[config.mk]
export PLATFORM = sky130hd
export DESIGN_NAME = rsOperandForward
export DESIGN_NICKNAME = d
export VERILOG_FILES = /design/src/design/fwdPkg.sv /design/src/design/operandPkg.sv /design/src/design/fwdSourceSelect.sv /design/src/design/operandLatch.sv /design/src/design/rsOperandForward.sv
export SDC_FILE = /design/constraint.sdc
export NUM_CORES = 1
export LEC_CHECK = 0
export BUFFER_PORTS_ARGS = -buffer_cell sky130_fd_sc_hd__buf_2
export CAP_MARGIN = 20
export CORE_AREA = 2 2 587 589
export DETAILED_ROUTE_END_ITERATION = 10
export DIE_AREA = 0 0 589 591
export PLACE_DENSITY = 0.32
export SYNTH_ARGS = -nofsm -noshare
export SYNTH_HDL_FRONTEND = slang
export SYNTH_SLANG_ARGS = --single-unit
export TNS_END_PERCENT = 10
[constraint.sdc]
create_clock -name clk -period 2.1 [get_ports clk]
set_input_delay 0 -clock clk [delete_from_list [all_inputs] [get_ports clk]]
set_output_delay 0 -clock clk [all_outputs]
set_load 0.05 [all_outputs]
[src/design/fwdPkg.sv]
// Forwarding source codes shared by the operand forward RTL and its testbench.
// Import with fwdPkg::* wherever a forward code is decoded or generated.

package fwdPkg;

  // ##############################
  // functional units and codes
  // ##############################

  localparam int fuCount = 10;      // units that can forward a result.
  localparam int fwdCodeWidth = 4;

  typedef logic [fwdCodeWidth-1:0] fwdCodeT;

  localparam fwdCodeT fwdNone = 4'hf;                         // no forward this cycle.
  localparam fwdCodeT fwdLastUnit = fwdCodeT'(fuCount - 1);

  // Codes 0 to 8 name their own unit, and the spare codes 9 to 14 all fold onto unit 9.
  // The result has no meaning for fwdNone, so callers check fwdValid first.
  function automatic fwdCodeT fwdUnit(fwdCodeT code);
    return (code < fwdLastUnit) ? code : fwdLastUnit;
  endfunction

  function automatic logic fwdValid(fwdCodeT code);
    return code != fwdNone;
  endfunction

endpackage

[src/design/operandPkg.sv]
// Operand width and payload types for the reservation station forward stage.
// Every RTL file that carries an operand imports operandPkg::*.

package operandPkg;

  import fwdPkg::*;

  // taken from the ALU datapath width.
  localparam int operandWidth = 65;

  typedef logic [operandWidth-1:0] operandT;

  // One result per functional unit, unit 0 in the low slot.
  typedef operandT [fuCount-1:0] fuOperandsT;

  localparam operandT operandZero = '0;   // reset value of a held operand.

endpackage

[src/design/fwdSourceSelect.sv]
// Forward source selector: decodes one forward code and picks that unit's value.
// Used twice, once for this cycle's results and once for the registered results.

module fwdSourceSelect
  import fwdPkg::*;
  import operandPkg::*;
(
  input  logic       clk,
  input  logic       rst,
  input  fwdCodeT    code,
  input  fuOperandsT fuData,
  input  logic       auxEn,
  input  operandT    auxData,
  output operandT    selData,
  output logic       hit
);

  logic [fuCount-1:0] unitSel;   // one-hot unit select, all zero on fwdNone.
  operandT            unitData;

  // ##############################
  // code decode
  // ##############################

  assign hit = fwdValid(code);

  always_comb begin
    for (int i = 0; i < fuCount; i++) begin
      unitSel[i] = hit && (fwdUnit(code) == fwdCodeT'(i));
    end
  end

  // ##############################
  // and-or data select
  // ##############################

  // With a one-hot select the OR tree acts as a plain mux, and
  // no unit contributes anything when the code is fwdNone.
  always_comb begin
    unitData = operandZero;
    for (int i = 0; i < fuCount; i++) begin
      unitData = unitData | (fuData[i] & {operandWidth{unitSel[i]}});
    end
  end

  // the jump-and-link-register path brings its own value in place of the unit result.
  assign selData = auxEn ? auxData : unitData;

  // ##############################
  // checks
  // ##############################

  // An unknown code would make the hit flag and the select disagree downstream.
  codeKnown: assert property (
    @(posedge clk) disable iff (rst) !$isunknown(code)
  ) else $error("forward code is unknown");

  // The override is only asked for on a slot that is actually forwarding.
  auxNeedsCode: assert property (
    @(posedge clk) disable iff (rst) auxEn |-> fwdValid(code)
  ) else $error("aux override without a forward code");

endmodule

[src/design/operandLatch.sv]
// Operand register of the forward stage.
// Merges the two selector outputs with the held operand and registers under stall.

module operandLatch
  import operandPkg::*;
(
  input  logic    clk,
  input  logic    rst,
  input  logic    stall,
  input  operandT oldData,
  input  operandT fuData,
  input  logic    fuHit,
  input  operandT fuuData,
  input  logic    fuuHit,
  output operandT newData
);

  operandT nextData;

  // ##############################
  // next operand
  // ##############################

  // at most one hit is set, so the order here only matters for illegal cycles.
  always_comb begin
    if (fuHit) begin
      nextData = fuData;       // result produced this cycle.
    end else if (fuuHit) begin
      nextData = fuuData;      // registered result or aux value.
    end else begin
      nextData = oldData;
    end
  end

  // ##############################
  // register
  // ##############################

  always_ff @(posedge clk) begin
    if (rst) begin
      newData <= operandZero;
    end else if (!stall) begin
      newData <= nextData;
    end
  end

  // ##############################
  // checks
  // ##############################

  // The issue logic names one source per operand, so the two selectors never
  // forward in the same cycle.
  singleSource: assert property (
    @(posedge clk) disable iff (rst) !(fuHit && fuuHit)
  ) else $error("both forward paths hit in one cycle");

endmodule

[src/design/rsOperandForward.sv]
// Reservation station operand write-forward stage, top level.
// Picks this cycle's result, last cycle's result, an aux value or the held operand.

module rsOperandForward
  import fwdPkg::*;
  import operandPkg::*;
(
  input  logic       clk,
  input  logic       rst,
  input  logic       stall,
  input  operandT    oldData,
  input  fwdCodeT    fuCode,
  input  fwdCodeT    fuuCode,
  input  logic       auxEn,
  input  operandT    auxData,
  input  fuOperandsT fuResult,
  input  fuOperandsT fuResultReg,
  output operandT    newData
);

  operandT fuData;
  logic    fuHit;
  operandT fuuData;
  logic    fuuHit;

  // ##############################
  // source selectors
  // ##############################

  // Results on the unit outputs this cycle. The aux override never applies here.
  fwdSourceSelect u_fuSelect (
    .clk     (clk),
    .rst     (rst),
    .code    (fuCode),
    .fuData  (fuResult),
    .auxEn   (1'b0),
    .auxData (operandZero),
    .selData (fuData),
    .hit     (fuHit)
  );

  // Results from one cycle back, with the jump-and-link-register aux override.
  fwdSourceSelect u_fuuSelect (
    .clk     (clk),
    .rst     (rst),
    .code    (fuuCode),
    .fuData  (fuResultReg),
    .auxEn   (auxEn),
    .auxData (auxData),
    .selData (fuuData),
    .hit     (fuuHit)
  );

  // ##############################
  // operand register
  // ##############################

  operandLatch u_latch (
    .clk     (clk),
    .rst     (rst),
    .stall   (stall),
    .oldData (oldData),
    .fuData  (fuData),
    .fuHit   (fuHit),
    .fuuData (fuuData),
    .fuuHit  (fuuHit),
    .newData (newData)
  );

endmodule

=== Yosys cells after proc, flatten, opt, wreduce, memory -nomap -nowiden ===
Index checks and enable logic that the tools add are counted.

* Bits in registers: 65
* Output and inout bits: 65
* Logic and storage cells: 88

* Order comparisons: 2
* Equality and inequality tests: 20
* Mux-type cells: 5
* Bitwise operators: 38
* Reductions and logical operators: 22

{| class="wikitable"
|+ Operators with widths
! operator !! number
|-
| 65-bit bitwise AND || 20
|-
| 65-bit bitwise OR || 18
|-
| 65-bit two-way mux || 3
|-
| 4-bit by 3-bit == test with 1-bit output, second input constant || 8
|-
| 1-bit logical AND || 20
|-
| 4-bit by 2-bit == test with 1-bit output, second input constant || 4
|-
| 4-bit == test, second input constant || 4
|-
| 4-bit by 1-bit == test with 1-bit output, second input constant || 2
|-
| 4-bit zero test || 2
|-
| 4-bit less-than comparator, second input constant || 2
|-
| 4-bit two-way mux || 2
|-
| 4-bit inequality test, second input constant || 2
|}

=== Longest topological paths before layout ===
Gate-level depths: netlist of the first run.

* Depth after elaboration: 17
* Gate-level depth with buffers: 9

=== Hierarchy ===
Synthesis of the first run repeated with hierarchy kept, for this count alone.

* Cells, all modules: 1,870
* Area total of the unflattened synthesis: 15,648.8 µm²

{| class="wikitable"
|+ By module, submodules not included
! module !! instances !! cells each !! area an instance (µm²) !! sequential area each (µm²)
|-
| fwdSourceSelect || 2 || 750 || 5,844.4 || 0.0
|-
| operandLatch || 1 || 369 || 3,956.3 || 1,301.2
|-
| rsOperandForward || 1 || 1 || 3.8 || 0.0
|}

=== Least setup slack after synthesis of the first run ===
No wires, ideal clock.

* Path type: input to register
* Start point: in fuCode[2]
* End point: reg u_latch.newData[10]
* Library setup time: 135 ps
* Arrival: 1,501 ps
* Required time: 1,965 ps
* Slack: 463 ps
* Stages: 8
* Buffers on the path: 4
* Path through: buf_4 > buf_4 > buf_2 > buf_2 > mux2i_1 > o211ai_1 > a2111oi_0 > a31oi_1

* Word-level cells in the longest chain between the ends: 15
* Elaborated cells between the ends (all ways): 43
* Classes of those cells: order compare (1); eq/ne (10); mux (2); bitwise (19); reduce/logical (11)

{| class="wikitable"
|+ RTL lines
! what !! RTL line !! RTL
|-
| from (decl) || rsOperandForward.sv:12 || <nowiki>input fwdCodeT fuCode,</nowiki>
|-
| 4-bit less-than comparator || fwdPkg.sv:21 || <nowiki>return (code < fwdLastUnit) ? code : fwdLastUnit;</nowiki>
|-
| 4-bit two-way mux || fwdPkg.sv:21 ||
|-
| 4-bit by 1-bit == test with 1-bit output or 4-bit zero test (tied branches) || fwdSourceSelect.sv:29 || <nowiki>unitSel[i] = hit && (fwdUnit(code) == fwdCodeT'(i));</nowiki>
|-
| 1-bit logical AND || fwdSourceSelect.sv:29 ||
|-
| 65-bit bitwise AND || fwdSourceSelect.sv:42 || <nowiki>unitData = unitData | (fuData[i] & {operandWidth{unitSel[i]}});</nowiki>
|-
| 65-bit bitwise OR (9 in a row) || fwdSourceSelect.sv:42 ||
|-
| 65-bit two-way mux (*) || operandLatch.sv:26 || <nowiki>if (fuHit) begin</nowiki>
|-
| to (signal assigned) || operandLatch.sv:41 || <nowiki>newData <= operandZero;</nowiki>
|-
| to (signal assigned) || operandLatch.sv:43 || <nowiki>newData <= nextData;</nowiki>
|-
| to (decl) || operandLatch.sv:15 || <nowiki>output operandT newData</nowiki>
|}

Mark *: on every way between the ends. The rest lies on a longest branch, timed or not.
A chain may end at the register's enable or synchronous reset.

=== Worst setup path in the final report of the first run ===
* Start point: in fuCode[2]
* End point: reg u_latch.newData[4]

The elaborated chain is that of the path after synthesis.

==> results of run 1 <==
## power breakdown
part | leakage (µW) | internal (µW) | switching (µW)
logic | 0.0137 | 3040 | 4280
registers | 0.000540 | 1340 | 109
clock network | 0.000150 | 988 | 1120
## synth_stat cells, types with 12 or more instances
| library cell | n | area share |
|---|---|---|
| a221o_1 | 29 | 0.021 |
| a21oi_1 | 156 | 0.057 |
| nor2b_1 | 17 | 0.0077 |
| buf_4 | 15 | 0.0082 |
| o21ai_0 | 74 | 0.027 |
| clkbuf_1 | 100 | 0.027 |
| a31oi_1 | 45 | 0.020 |
| o311ai_0 | 17 | 0.011 |
| buf_1 | 12 | 0.0033 |
| o21a_1 | 15 | 0.0082 |
| buf_6 | 17 | 0.014 |
| nand2b_1 | 24 | 0.011 |
| a22o_1 | 46 | 0.029 |
| or2_2 | 12 | 0.0055 |
| a22oi_1 | 200 | 0.11 |
| inv_1 | 70 | 0.019 |
| nor2_1 | 66 | 0.018 |
| o22ai_1 | 70 | 0.032 |
| o211ai_1 | 32 | 0.017 |
| buf_2 | 79 | 0.029 |
| o2bb2ai_1 | 12 | 0.0076 |
| o221ai_1 | 26 | 0.017 |
| mux2i_1 | 163 | 0.12 |
| mux2_2 | 77 | 0.063 |
| nand3_1 | 26 | 0.0095 |
| nand2_1 | 165 | 0.045 |
| dfxtp_1 | 65 | 0.095 |
| nor3_1 | 31 | 0.011 |
| a221oi_1 | 79 | 0.050 |
## worst min-delay path, delay by kind of cell
| kind | cells | cell delay [ns] |
|---|---|---|
| buffers and inverters | 1 | 0.07 |
| AO/OA/AOI/OAI | 3 | 0.36 |
## stage by stage
stage	hold WS, ns	utilization	instances
after detailed placement	0.276	0.0946	8381
after global placement	0.285	0.0945	8378
after CTS	0.000398	0.0978	8467
after floorplan	0.140	-	1914
final	0.0563	0.0992	8639
after global routing	0.0281	0.0989	8604
## layer usage
metal / part of all wire / vias up
li1: - / 11804
met5: 0.0021 / -
met2: 0.48 / 2105
met4: 0.065 / 96
met3: 0.075 / 782
met1: 0.38 / 13221
## timing repair
action / 4_1_cts / 5_1_grt
resized for setup: 11 / 13
hold buffers: 70 / 0
buffers inserted: 1 / 0
setup endpoints to repair: 34 / 18
pin swaps: 2 / 1
endpoints found under the hold margin: 31 / 0
cloned: 0 / 0
## worst max-delay path by stage
| stage | end | slack (ns) | cells past startpoint |
|---|---|---|---|
| 2_1_floorplan | u_latch.newData[10]$_SDFFE_PP0N_ | 0.46 | 8 |
| 3_3_place_gp | u_latch.newData[6]$_SDFFE_PP0N_ | -2.05 | 10 |
| 3_5_place_dp | u_latch.newData[6]$_SDFFE_PP0N_ | -1.02 | 11 |
| 4_1_cts | u_latch.newData[5]$_SDFFE_PP0N_ | -0.02 | 10 |
| 5_1_grt | u_latch.newData[16]$_SDFFE_PP0N_ | -0.07 | 11 |
| 6_report | u_latch.newData[4]$_SDFFE_PP0N_ | -0.01 | 10 |
## layout make-up
cell class | instances | area, µm²
inverters | 71 | 269
flip-flops and latches | 65 | 1300
multi-input cells | 1555 | 11600
clock inverters | 3 | 40.0
fillers | 40288 | 308000
repair buffers | 2204 | 14300
diodes | 172 | 430
well taps | 4557 | 5700
clock buffers | 12 | 256
## kinds of logic after synthesis
logic type             share of synthesized area
multiplexers                               0.185
flip-flops                                0.0946
buffers and inverters                      0.101
AND/OR/NAND/NOR                            0.158
AO/OA/AOI/OAI                              0.462
## layout by cell type, fill, tap and decap left out, drive strengths merged, types with 12 or more instances in the layout
master       synthesis  routed
o2bb2ai             12      12
a21oi              156     156
diode                0     172
or2                 12      12
nand3               26      26
mux2i              163     163
a221o               29      29
o311ai              19      19
o21a                15      15
clkbuf             100      13
a221oi              80      80
o22ai               70      70
dfxtp               65      65
o211ai              32      32
inv                 71      71
nand2              165     165
nand2b              24      24
o21ai               75      75
mux2                79      79
buf                123    2133
o221ai              26      26
dlygate4sd3          0      70
a22o                46      46
a31oi               45      45
nor3                32      32
nor2b               17      17
a22oi              200     200
nor2                68      68
==> metrics, run 1 <==
ratio of total power to cell area=around 320 mW/mm²; # IOs=1507; DP Area=0.0324 mm²; worst vdd ir=0.411 mV; leakage power of the design=0.0144 µW; maximum buffer depth of the clock tree=2; syn nets=roughly 3400; floorplan die width=589 µm; combined buffer and inverter count along the critical path=6; Hold Startpoint=oldData[40]; number of DRC violations after detailed-routing iteration 0=2353; synthesized area divided by synthesized cell count=7.19 µm²; H-Tree Depth=3; Critical R2R Capture=u_latch.newData[6]$_SDFFE_PP0N_; total of flip-flops plus latches after synthesis=65; kind of launch point of the worst setup path=input port; element type at the critical path end=register; slowest CP cell=dlygate4sd3_1; global-route wire length before repair=373 mm; antenna violations before repair=a little over 400; TNS Setup=-0.0101 ns; sequential area share after synthesis=0.0946; clock tree from TritonCTS=yes; first-pass iteration count of the detailed router=6; ordered list of cells on the worst path=buf_4 -> buf_4 -> buf_4 -> or3b_2 -> buf_4 -> o21ai_0 -> buf_4 -> a221oi_1 -> dlygate4sd3_1 -> a31oi_1; HPWL after detailed placement=roughly 300 mm; Worst Setup Slack, final=-0.0101 ns; worst path arrival time=approximately 2.5 ns; prevailing post-synth register cell=dfxtp_1; Largest delay share family, worst path=buffers and inverters; Distinct cells, synth=79; Initial Utilization=0.0403; Worst Path Class, Setup=in -> reg; capture endpoint of the worst hold path=u_latch.newData[40]$_SDFFE_PP0N_; reg-to-reg startpoint=u_latch.newData[6]$_SDFFE_PP0N_; number of hold violations in the final report=0; cell count of the worst reg-to-reg path=5; total power=10900 µW; count of flip-flops with a built-in enable after synthesis=0; total of warnings raised by yosys=0; cell mode on critical path=buf_4; number of max-slew violations in the final report=0; area growth from synthesis to layout=146%; residual DRC count=0; largest clock skew in the final design=0 ns; GR Layer Usage met3=0.0457; number of placement rows=215; unrepaired setup endpoints after global routing=true; largest registers=u_latch.newData (65); Worst Setup SP=fuCode[2]; vertical extent of the die=approximately 590 µm; total standard cell area after synthesis=around 0.014 mm²; Final period util=1.00; Clk Latency, worst-skew pair=between 0.4 and 0.5 ns; post-layout net count=5348; outcome=finished, violations left; clock sink total=65; max-capacitance violation count=0; number of vias per cell=3.24; RePlAce Congestion=0.998; flip-flop count of the largest register after layout=65; cell depth of the worst hold path=4; DR WL/cell=36.5 µm; share of flip-flops with an asynchronous set or reset=0; layout cell share with drive strength beyond 1=0.601; Max transition margin=0.419; Reg with most FFs=u_latch.newData; number of buffers added by the clock tree synthesis step=9; via count=28008; Worst-Margin Slew=about 0.87 ns; Most Crowded Layer GR=met2; pre-CTS WS=-1.02 ns; final critical path time including I/O delays and setup=2.11 ns; maximum operating frequency=between 0.4 and 0.5 GHz; Die ar.=approximately 0.35 mm²; final instance area=around 0.034 mm²; vias in the first global route=~28000; Post-Synthesis Cells=1914; hold crit path type=in -> reg; Port Buffers=about 1500; met1 track demand over resource=0.194; Worst Path Max Fanout=16; total congestion overflow after global routing=0; required time reported for the critical path endpoint=about 2.5 ns; core area=0.342 mm²; sum of routed wire length over all layers=315 mm; maximum number of pins on one net before global-route repair=27; clk slew on worst S/H paths=0.11 ns; violations in the final reports=negative setup slack; total track usage=0.174; register-to-register setup slack=0.59 ns; met2 demand-to-capacity share in global routing=0.301; stage delay of the slowest cell on the critical path=0.57 ns; setup violation total in the final timing report=1; antenna-violating nets left=0; master cell of the clock root buffer=clkbuf_16
Note: power is estimated with default switching activity, not from simulation.
==> run 2, diff against run 1 <==
--- a/config.mk
+++ b/config.mk
@@ -7,11 +7,12 @@
 export LEC_CHECK = 0
 export BUFFER_PORTS_ARGS = -buffer_cell sky130_fd_sc_hd__buf_2
 export CAP_MARGIN = 20
-export CORE_AREA = 2 2 587 589
+export CORE_AREA = 2 2 592 594
 export DETAILED_ROUTE_END_ITERATION = 10
-export DIE_AREA = 0 0 589 591
+export DIE_AREA = 0 0 594 596
 export PLACE_DENSITY = 0.32
 export SYNTH_ARGS = -nofsm -noshare
 export SYNTH_HDL_FRONTEND = slang
+export SYNTH_HIERARCHICAL = 1
 export SYNTH_SLANG_ARGS = --single-unit
 export TNS_END_PERCENT = 10
==> run 2 against run 1 <==
First-iteration DRC count fell by 15%; die area increased by 1.7%; synthesized cell count fell by 2.3%; power up 3.1%; setup slack improved by 0.013 ns; cell area rose by 2.4%; sequential power is essentially flat; critical endpoint is now u_latch/newData[9]$_SDFFE_PP0N_; flip-flop and latch count is the same; the flow now finishes without violations; utilization is 0.067 points higher; non-clock buffer count fell by 130; register-to-register slack better by 0.51 ns.
==> metrics, run 2 <==
outcome=complete, no violations (was finished, violations left); maximum operating frequency=0.477 GHz (was 0.474 GHz); fraction of power consumed by the clock network=0.158 (was 0.194); master cell of the clock root buffer=clkbuf_16 (unchanged); most area-hungry cell type in the Yosys netlist=mux2i_1 (unchanged); number of vias per cell=3.23 (was 3.24); residual DRC count=0 (unchanged); Largest delay share family, worst path=compound AO/OA/AOI/OAI gates (was buffers and inverters); clk slew on worst S/H paths=0.10 ns (was 0.11 ns); sequential area share after synthesis=0.0832 (was 0.0946); core area=0.348 mm² (was 0.342 mm²); stage delay of the slowest cell on the critical path=0.58 ns (was 0.57 ns); antenna-violating nets left=0 (unchanged); Worst Setup Slack, final=0.00289 ns (was -0.0101 ns); Port Buffers=1506 (unchanged); Clk Latency, worst-skew pair=0.40 ns (was 0.44 ns); global-route wire length before repair=349 mm (was 373 mm); Seq pwr share=0.128 (was 0.133); count of flip-flops with a built-in enable after synthesis=0 (unchanged); number of hold violations in the final report=0 (unchanged); combinational group share of total power=0.714 (was 0.673); Max transition margin=0.448 (was 0.419); unrepaired setup endpoints after global routing=true (unchanged); flip-flop count of the largest register after layout=65 (unchanged); vias in the first global route=27889 (was 27976); most repeated cell in the gate-level netlist after synthesis=mux2i_1 (was a22oi_1); worst vdd ir=0.398 mV (was 0.411 mV); area growth from synthesis to layout=122% (was 146%); Worst Path Class, Setup=in -> reg (unchanged); DP Area=0.0336 mm² (was 0.0324 mm²); antenna violations before repair=290 (was 405); Distinct cells, synth=66 (was 79); number of DRC violations after detailed-routing iteration 0=2001 (was 2353); clock tree from TritonCTS=yes (unchanged); ordered list of cells on the worst path=clkbuf_8 -> buf_12 -> nor2b_1 -> a22oi_1 -> buf_4 -> o32ai_1 -> o32a_1 -> nand2b_1 -> o221ai_1 (was buf_4 -> buf_4 -> buf_4 -> or3b_2 -> buf_4 -> o21ai_0 -> buf_4 -> a221oi_1 -> dlygate4sd3_1 -> a31oi_1); leakage power of the design=0.0151 µW (was 0.0144 µW); most common cell after layout, fill and taps aside=buf_2 (unchanged); share of flip-flops with an asynchronous set or reset=0 (unchanged); final instance area=0.0347 mm² (was 0.0339 mm²); worst path arrival time=2.44 ns (was 2.49 ns); maximum buffer depth of the clock tree=2 (unchanged); slowest CP cell=o32ai_1 (was dlygate4sd3_1); fraction of synthesized cell area taken by the top area cell type=0.177 (was 0.119); post-layout net count=5224 (was 5348); Final period util=0.999 (was 1.00); cell types with the highest counts after synthesis=mux2i_1, o21ai_0, a22o_1 (was a22oi_1, nand2_1, mux2i_1); Worst-Margin Slew=0.829 ns (was 0.870 ns); total of warnings raised by yosys=6 (was 0); setup violation total in the final timing report=0 (was 1); top cells by area, synth=mux2i_1, dfxtp_1, a22o_1, mux4_2, o221ai_2 (was mux2i_1, a22oi_1, dfxtp_1, mux2_2, a21oi_1); final critical path time including I/O delays and setup=2.10 ns (was 2.11 ns); worst hold slack=0.0597 ns (was 0.0563 ns); element type at the critical path end=register (unchanged); Initial Utilization=0.0450 (was 0.0403); # IOs=1507 (unchanged); pre-CTS WS=-0.721 ns (was -1.02 ns); RePlAce Congestion=0.959 (was 0.998); clock sink total=65 (unchanged); Switching Power=5660 µW (was 5510 µW); footprint of the flip-flops and latches=0.00130 mm² (unchanged); switching power as a share of total power=0.505 (was 0.507); synthesized area divided by synthesized cell count=8.37 µm² (was 7.19 µm²); largest clock skew in the final design=0 ns (unchanged); HPWL after detailed placement=265 mm (was 293 mm); total congestion overflow after global routing=0 (unchanged); layout cell share with drive strength beyond 1=0.580 (was 0.601); largest registers=u_latch/newData (65) (was u_latch.newData (65)); vertical extent of the die=596 µm (was 591 µm); hold crit path type=in -> reg (unchanged); Reg with most FFs=u_latch/newData (was u_latch.newData); total track usage=0.156 (was 0.174); # fillers=40758 (was 40288); max-capacitance violation count=0 (unchanged); footprint of the multi-input gates=0.0133 mm² (was 0.0116 mm²); sum of routed wire length over all layers=287 mm (was 315 mm); prevailing post-synth register cell=dfxtp_1 (unchanged); highest-count cells in the layout ignoring fill and taps=buf_2, buf_4, mux2i_1 (was buf_2, buf_4, a22oi_1); H-Tree Depth=3 (unchanged); combined buffer and inverter count along the critical path=3 (was 6); ratio of total power to cell area=323 mW/mm² (was 321 mW/mm²); Internal Pwr Total=5550 µW (was 5370 µW); Post-Synthesis Cells=1870 (was 1914); total of flip-flops plus latches after synthesis=65 (unchanged); number of max-slew violations in the final report=0 (unchanged); via count=27357 (was 28008); DR WL/cell=33.9 µm (was 36.5 µm); Die ar.=0.354 mm² (was 0.348 mm²); first-pass iteration count of the detailed router=6 (unchanged); total standard cell area after synthesis=0.0156 mm² (was 0.0138 mm²); number of buffers inserted to repair setup after CTS=0 (was 1); Worst Path Max Fanout=18 (was 16); number of placement rows=217 (was 215); floorplan die width=594 µm (was 589 µm); required time reported for the critical path endpoint=2.45 ns (was 2.48 ns); maximum number of pins on one net before global-route repair=70 (was 27); kind of launch point of the worst setup path=input port (unchanged); number of buffers added by the clock tree synthesis step=9 (unchanged)
==> run 2: changes by cell type after synthesis, moves of 54 or more <==
cell / previous run / this run
a22oi_1: 200 / 82
nor2_1: 66 / 12
a22o_1: 46 / 120
nand2_1: 165 / 43
mux2i_1: 163 / 277
nand3b_1: 10 / 66
mux2_2: 77 / 6
o22ai_1: 70 / 8
a32oi_1: 3 / 62
o22a_1: 3 / 68
o32a_1: 0 / 58
a21oi_1: 156 / 78
==> run 2: area by class of cell <==
type,instances,area share
diodes,74,0.00533
clock buffers,9,0.00649
clock inverters,6,0.00104
inverters,72,0.00782
multi-input cells,1560,0.384
flip-flops and latches,65,0.0375
well taps,4599,0.166
repair buffers,2074,0.392
==> run 2: cell families (layout without fill, tap and decap cells) <==
kind of cell           after synthesis  in the layout  synth area share
and+or+nand+nor                    274            274             0.112
DFF                                 65             65            0.0832
other                                1            140          0.000240
buffers and inverters              310           2161            0.0985
AOI/OAI and AO/OA                  899            899             0.469
muxes                              321            321             0.236
==> run 2: timing repair <==
| action | 4_1_cts | 5_1_grt |
|---|---|---|
| hold buffers | 51 | 0 |
| endpoints found under the hold margin | 51 | 0 |
| endpoints found under the setup margin | 8 | 15 |
| gates resized for setup | 11 | 16 |
| pin swaps | 0 | 3 |
| gates cloned | 0 | 0 |
==> run 2: path summary, 6_finish.rpt <==
| kind | end | slack (ns) | startpoint | cells past startpoint |
|---|---|---|---|---|
| worst max register to register | u_latch/newData[2]$_SDFFE_PP0N_ | 1.10 | u_latch/newData[2]$_SDFFE_PP0N_ | 2 |
| worst min register to register | u_latch/newData[9]$_SDFFE_PP0N_ | 0.51 | u_latch/newData[9]$_SDFFE_PP0N_ | 2 |
| worst min-delay path | u_latch/newData[14]$_SDFFE_PP0N_ | 0.06 | oldData[14] | 4 |
| worst max-delay path | u_latch/newData[9]$_SDFFE_PP0N_ | 0.003 | fuCode[2] | 9 |
==> run 2: per-stage QoR <==
stage	setup TNS (ns)	cells	util	power (µW)
global route	-0.0239	8428	0.0996	11800
global placement	-20.03	8319	0.0967	9480
finish	0	8459	0.0998	11200
detailed placement	-20.15	8319	0.0967	9470
floorplan	0	1935	-	4060
CTS	-0.0764	8385	0.0991	11500
==> run 2: layer usage <==
layer,global-route usage,up-vias,part of all wire
li1,-,11661,-
met1,0.186,13246,0.41
met2,0.270,1779,0.48
met3,0.0462,537,0.082
met4,0.0385,134,0.028
met5,0,-,0.0031
==> run 2: power by group through the flow <==
stage | clock (µW) | sequential [µW] | combinational (µW)
6_report | 1780 | 1440 | 8010
5_1_grt | 1910 | 1450 | 8490
4_1_cts | 1940 | 1440 | 8140
3_5_place_dp | 0 | 1460 | 8000
3_3_place_gp | 0 | 1460 | 8010
2_1_floorplan | 0 | 1790 | 2280
==> run 2: tightest hold or removal path: stages <==
cell	delay, ns
buf_2	0.07
mux2i_1	0.05
buf_4	0.15
o221ai_2	0.15
==> run 3, diff against run 2 <==
==> constraint.sdc (replaced) <==
create_clock -name clk -period 2.1 [get_ports clk]
set_input_delay 0.42 -clock clk [delete_from_list [all_inputs] [get_ports clk]]
set_output_delay 0.42 -clock clk [all_outputs]
set_load 0.05 [all_outputs]
==> run 3 against run 2 <==
The run now ends with negative setup slack left; flip-flop and latch count did not move; critical path depth rose by 2; clock power rose by 20%; sequential power barely moved; combinational power rose by 9.5%; register-to-register slack improved by 0.23 ns; global-route usage rose by 0.43 points; setup slack got worse by 0.13 ns; highest routed layer unchanged; die area did not move; clock skew did not move.
==> metrics, run 3 (same netlist as run 2, synthesis figures left out) <==
total power=12300 µW (was 11200 µW); hold crit path type=in -> reg (unchanged); DR WL/cell=34.7 µm (was 33.9 µm); violations in the final reports=negative setup slack; Worst Setup Slack, final=-0.131 ns (was 0.00289 ns); sum of routed wire length over all layers=295 mm (was 287 mm); number of placement rows=217 (unchanged); H-Tree Depth=3 (unchanged); stage delay of the slowest cell on the critical path=0.33 ns (was 0.58 ns); number of max-slew violations in the final report=0 (unchanged); final critical path time including I/O delays and setup=2.23 ns (was 2.10 ns); footprint of the flip-flops and latches=0.00130 mm² (unchanged); area growth from synthesis to layout=137% (was 122%); HPWL after detailed placement=271 mm (was 265 mm); maximum buffer depth of the clock tree=2 (unchanged); outcome=finished, violations left (was complete, no violations); residual DRC count=0 (unchanged); master cell of the clock root buffer=clkbuf_16 (unchanged); combined buffer and inverter count along the critical path=5 (was 3); RePlAce Congestion=0.961 (was 0.959); largest registers=u_latch/newData (65) (unchanged); worst path arrival time=2.58 ns (was 2.44 ns); # IOs=1507 (unchanged); total placed cells including tap cells=8380 (was 8319); vertical extent of the die=596 µm (unchanged); Clk Latency, worst-skew pair=0.41 ns (was 0.40 ns); largest clock skew in the final design=0 ns (unchanged); required time reported for the critical path endpoint=2.44 ns (was 2.45 ns); worst vdd ir=0.423 mV (was 0.398 mV); post-layout net count=5270 (was 5224); Max transition margin=0.569 (was 0.448); final instance area=0.0371 mm² (was 0.0347 mm²); footprint of the multi-input gates=0.0147 mm² (was 0.0133 mm²); leakage power of the design=0.0157 µW (was 0.0151 µW); number of DRC violations after detailed-routing iteration 0=2140 (was 2001); layout cell share with drive strength beyond 1=0.645 (was 0.580); cell mode on critical path=buf_12; number of buffers added by the clock tree synthesis step=9 (unchanged); ratio of total power to cell area=332 mW/mm² (was 323 mW/mm²); number of hold violations in the final report=0 (unchanged); kind of launch point of the worst setup path=input port (unchanged); pre-CTS WS=-1.12 ns (was -0.721 ns); worst hold slack=0.320 ns (was 0.0597 ns); number of vias per cell=3.26 (was 3.23); maximum operating frequency=0.448 GHz (was 0.477 GHz); DP Area=0.0342 mm² (was 0.0336 mm²); Largest delay share family, worst path=compound AO/OA/AOI/OAI gates (unchanged); Port Buffers=1506 (unchanged); element type at the critical path end=register (unchanged); Final period util=1.06 (was 0.999); max-capacitance violation count=0 (unchanged); clk slew on worst S/H paths=0.11 ns (was 0.10 ns); Worst-Margin Slew=0.646 ns (was 0.829 ns); highest-count cells in the layout ignoring fill and taps=buf_2, buf_4, mux2i_1 (unchanged); number of standard cells in the layout, taps in and fillers out=8511 (was 8459); setup violation total in the final timing report=52 (was 0); total congestion overflow after global routing=0 (unchanged); ordered list of cells on the worst path=buf_12 -> buf_16 -> buf_8 -> nor2b_4 -> buf_12 -> a221o_1 -> o211ai_1 -> a32oi_2 -> buf_4 -> mux2i_4 -> o221ai_2 (was clkbuf_8 -> buf_12 -> nor2b_1 -> a22oi_1 -> buf_4 -> o32ai_1 -> o32a_1 -> nand2b_1 -> o221ai_1); global-route wire length before repair=359 mm (was 349 mm); Initial Utilization=0.0450 (unchanged); maximum number of pins on one net before global-route repair=70 (unchanged); Worst Path Class, Setup=in -> reg (unchanged); clock tree from TritonCTS=yes (unchanged); first-pass iteration count of the detailed router=5 (was 6); vias in the first global route=28331 (was 27889); slowest CP cell=a32oi_2 (was o32ai_1); core area=0.348 mm² (unchanged); unrepaired setup endpoints after global routing=true (unchanged); most common cell after layout, fill and taps aside=buf_2 (unchanged); Worst Path Max Fanout=11 (was 18); total track usage=0.160 (was 0.156); Die ar.=0.354 mm² (unchanged); via count=27751 (was 27357); Reg with most FFs=u_latch/newData (unchanged); antenna-violating nets left=0 (unchanged); antenna violations before repair=291 (was 290); clock sink total=65 (unchanged); floorplan die width=594 µm (unchanged); flip-flop count of the largest register after layout=65 (unchanged); # fillers=40541 (was 40758)
[run 3: worst reg2reg max path, cell delays in order, from the launching register on]
cell	delay, ns
dfxtp_1	0.50
nand3b_1	0.14
o221ai_2	0.07
[run 3: path summary, 6_finish.rpt]
path | start | endpoint | slack, ns | cells past startpoint
setup / recovery | fuuCode[0] | u_latch/newData[48]$_SDFFE_PP0N_ | -0.13 | 11
hold / removal | oldData[6] | u_latch/newData[6]$_SDFFE_PP0N_ | 0.32 | 3
setup reg to reg | u_latch/newData[13]$_SDFFE_PP0N_ | u_latch/newData[13]$_SDFFE_PP0N_ | 1.33 | 2
hold reg to reg | u_latch/newData[11]$_SDFFE_PP0N_ | u_latch/newData[11]$_SDFFE_PP0N_ | 0.49 | 2
[run 3: area by class of cell]
type | instances | area share
clock buffers | 9 | 0.00607
multi-input cells | 1560 | 0.397
clock inverters | 7 | 0.00344
well taps | 4599 | 0.155
inverters | 72 | 0.00735
diodes | 79 | 0.00533
repair buffers | 2120 | 0.391
flip-flops and latches | 65 | 0.0351
[run 3: layer usage]
layer / GRT usage / part of all wire
met5: 0 / 0.0024
met4: 0.0366 / 0.029
met3: 0.0463 / 0.080
met2: 0.280 / 0.48
met1: 0.191 / 0.40
[run 3: repair_timing]
item | CTS | global route
hold buffers | 0 | 0
setup buffers | 26 | 11
gates cloned | 7 | 1
gates resized for setup | 299 | 91
endpoints found under the setup margin | 65 | 65
pin swaps | 71 | 47
[run 3: report_power, final]
group | leakage (µW) | switching, µW | internal, µW
Combinational | 0.0150 | 4970 | 3800
Sequential | 0.000537 | 89.3 | 1340
Clock | 0.000172 | 949 | 1180
Total | 0.0157 | 6010 | 6320
[run 3: through the flow]
step / utilization / TNS, ns
4_1_cts: 0.105 / -1.41
3_5_place_dp: 0.0984 / -48.08
5_1_grt: 0.106 / -4.67
3_3_place_gp: 0.0984 / -48.30
6_report: 0.107 / -3.01
2_1_floorplan: - / -0.0293
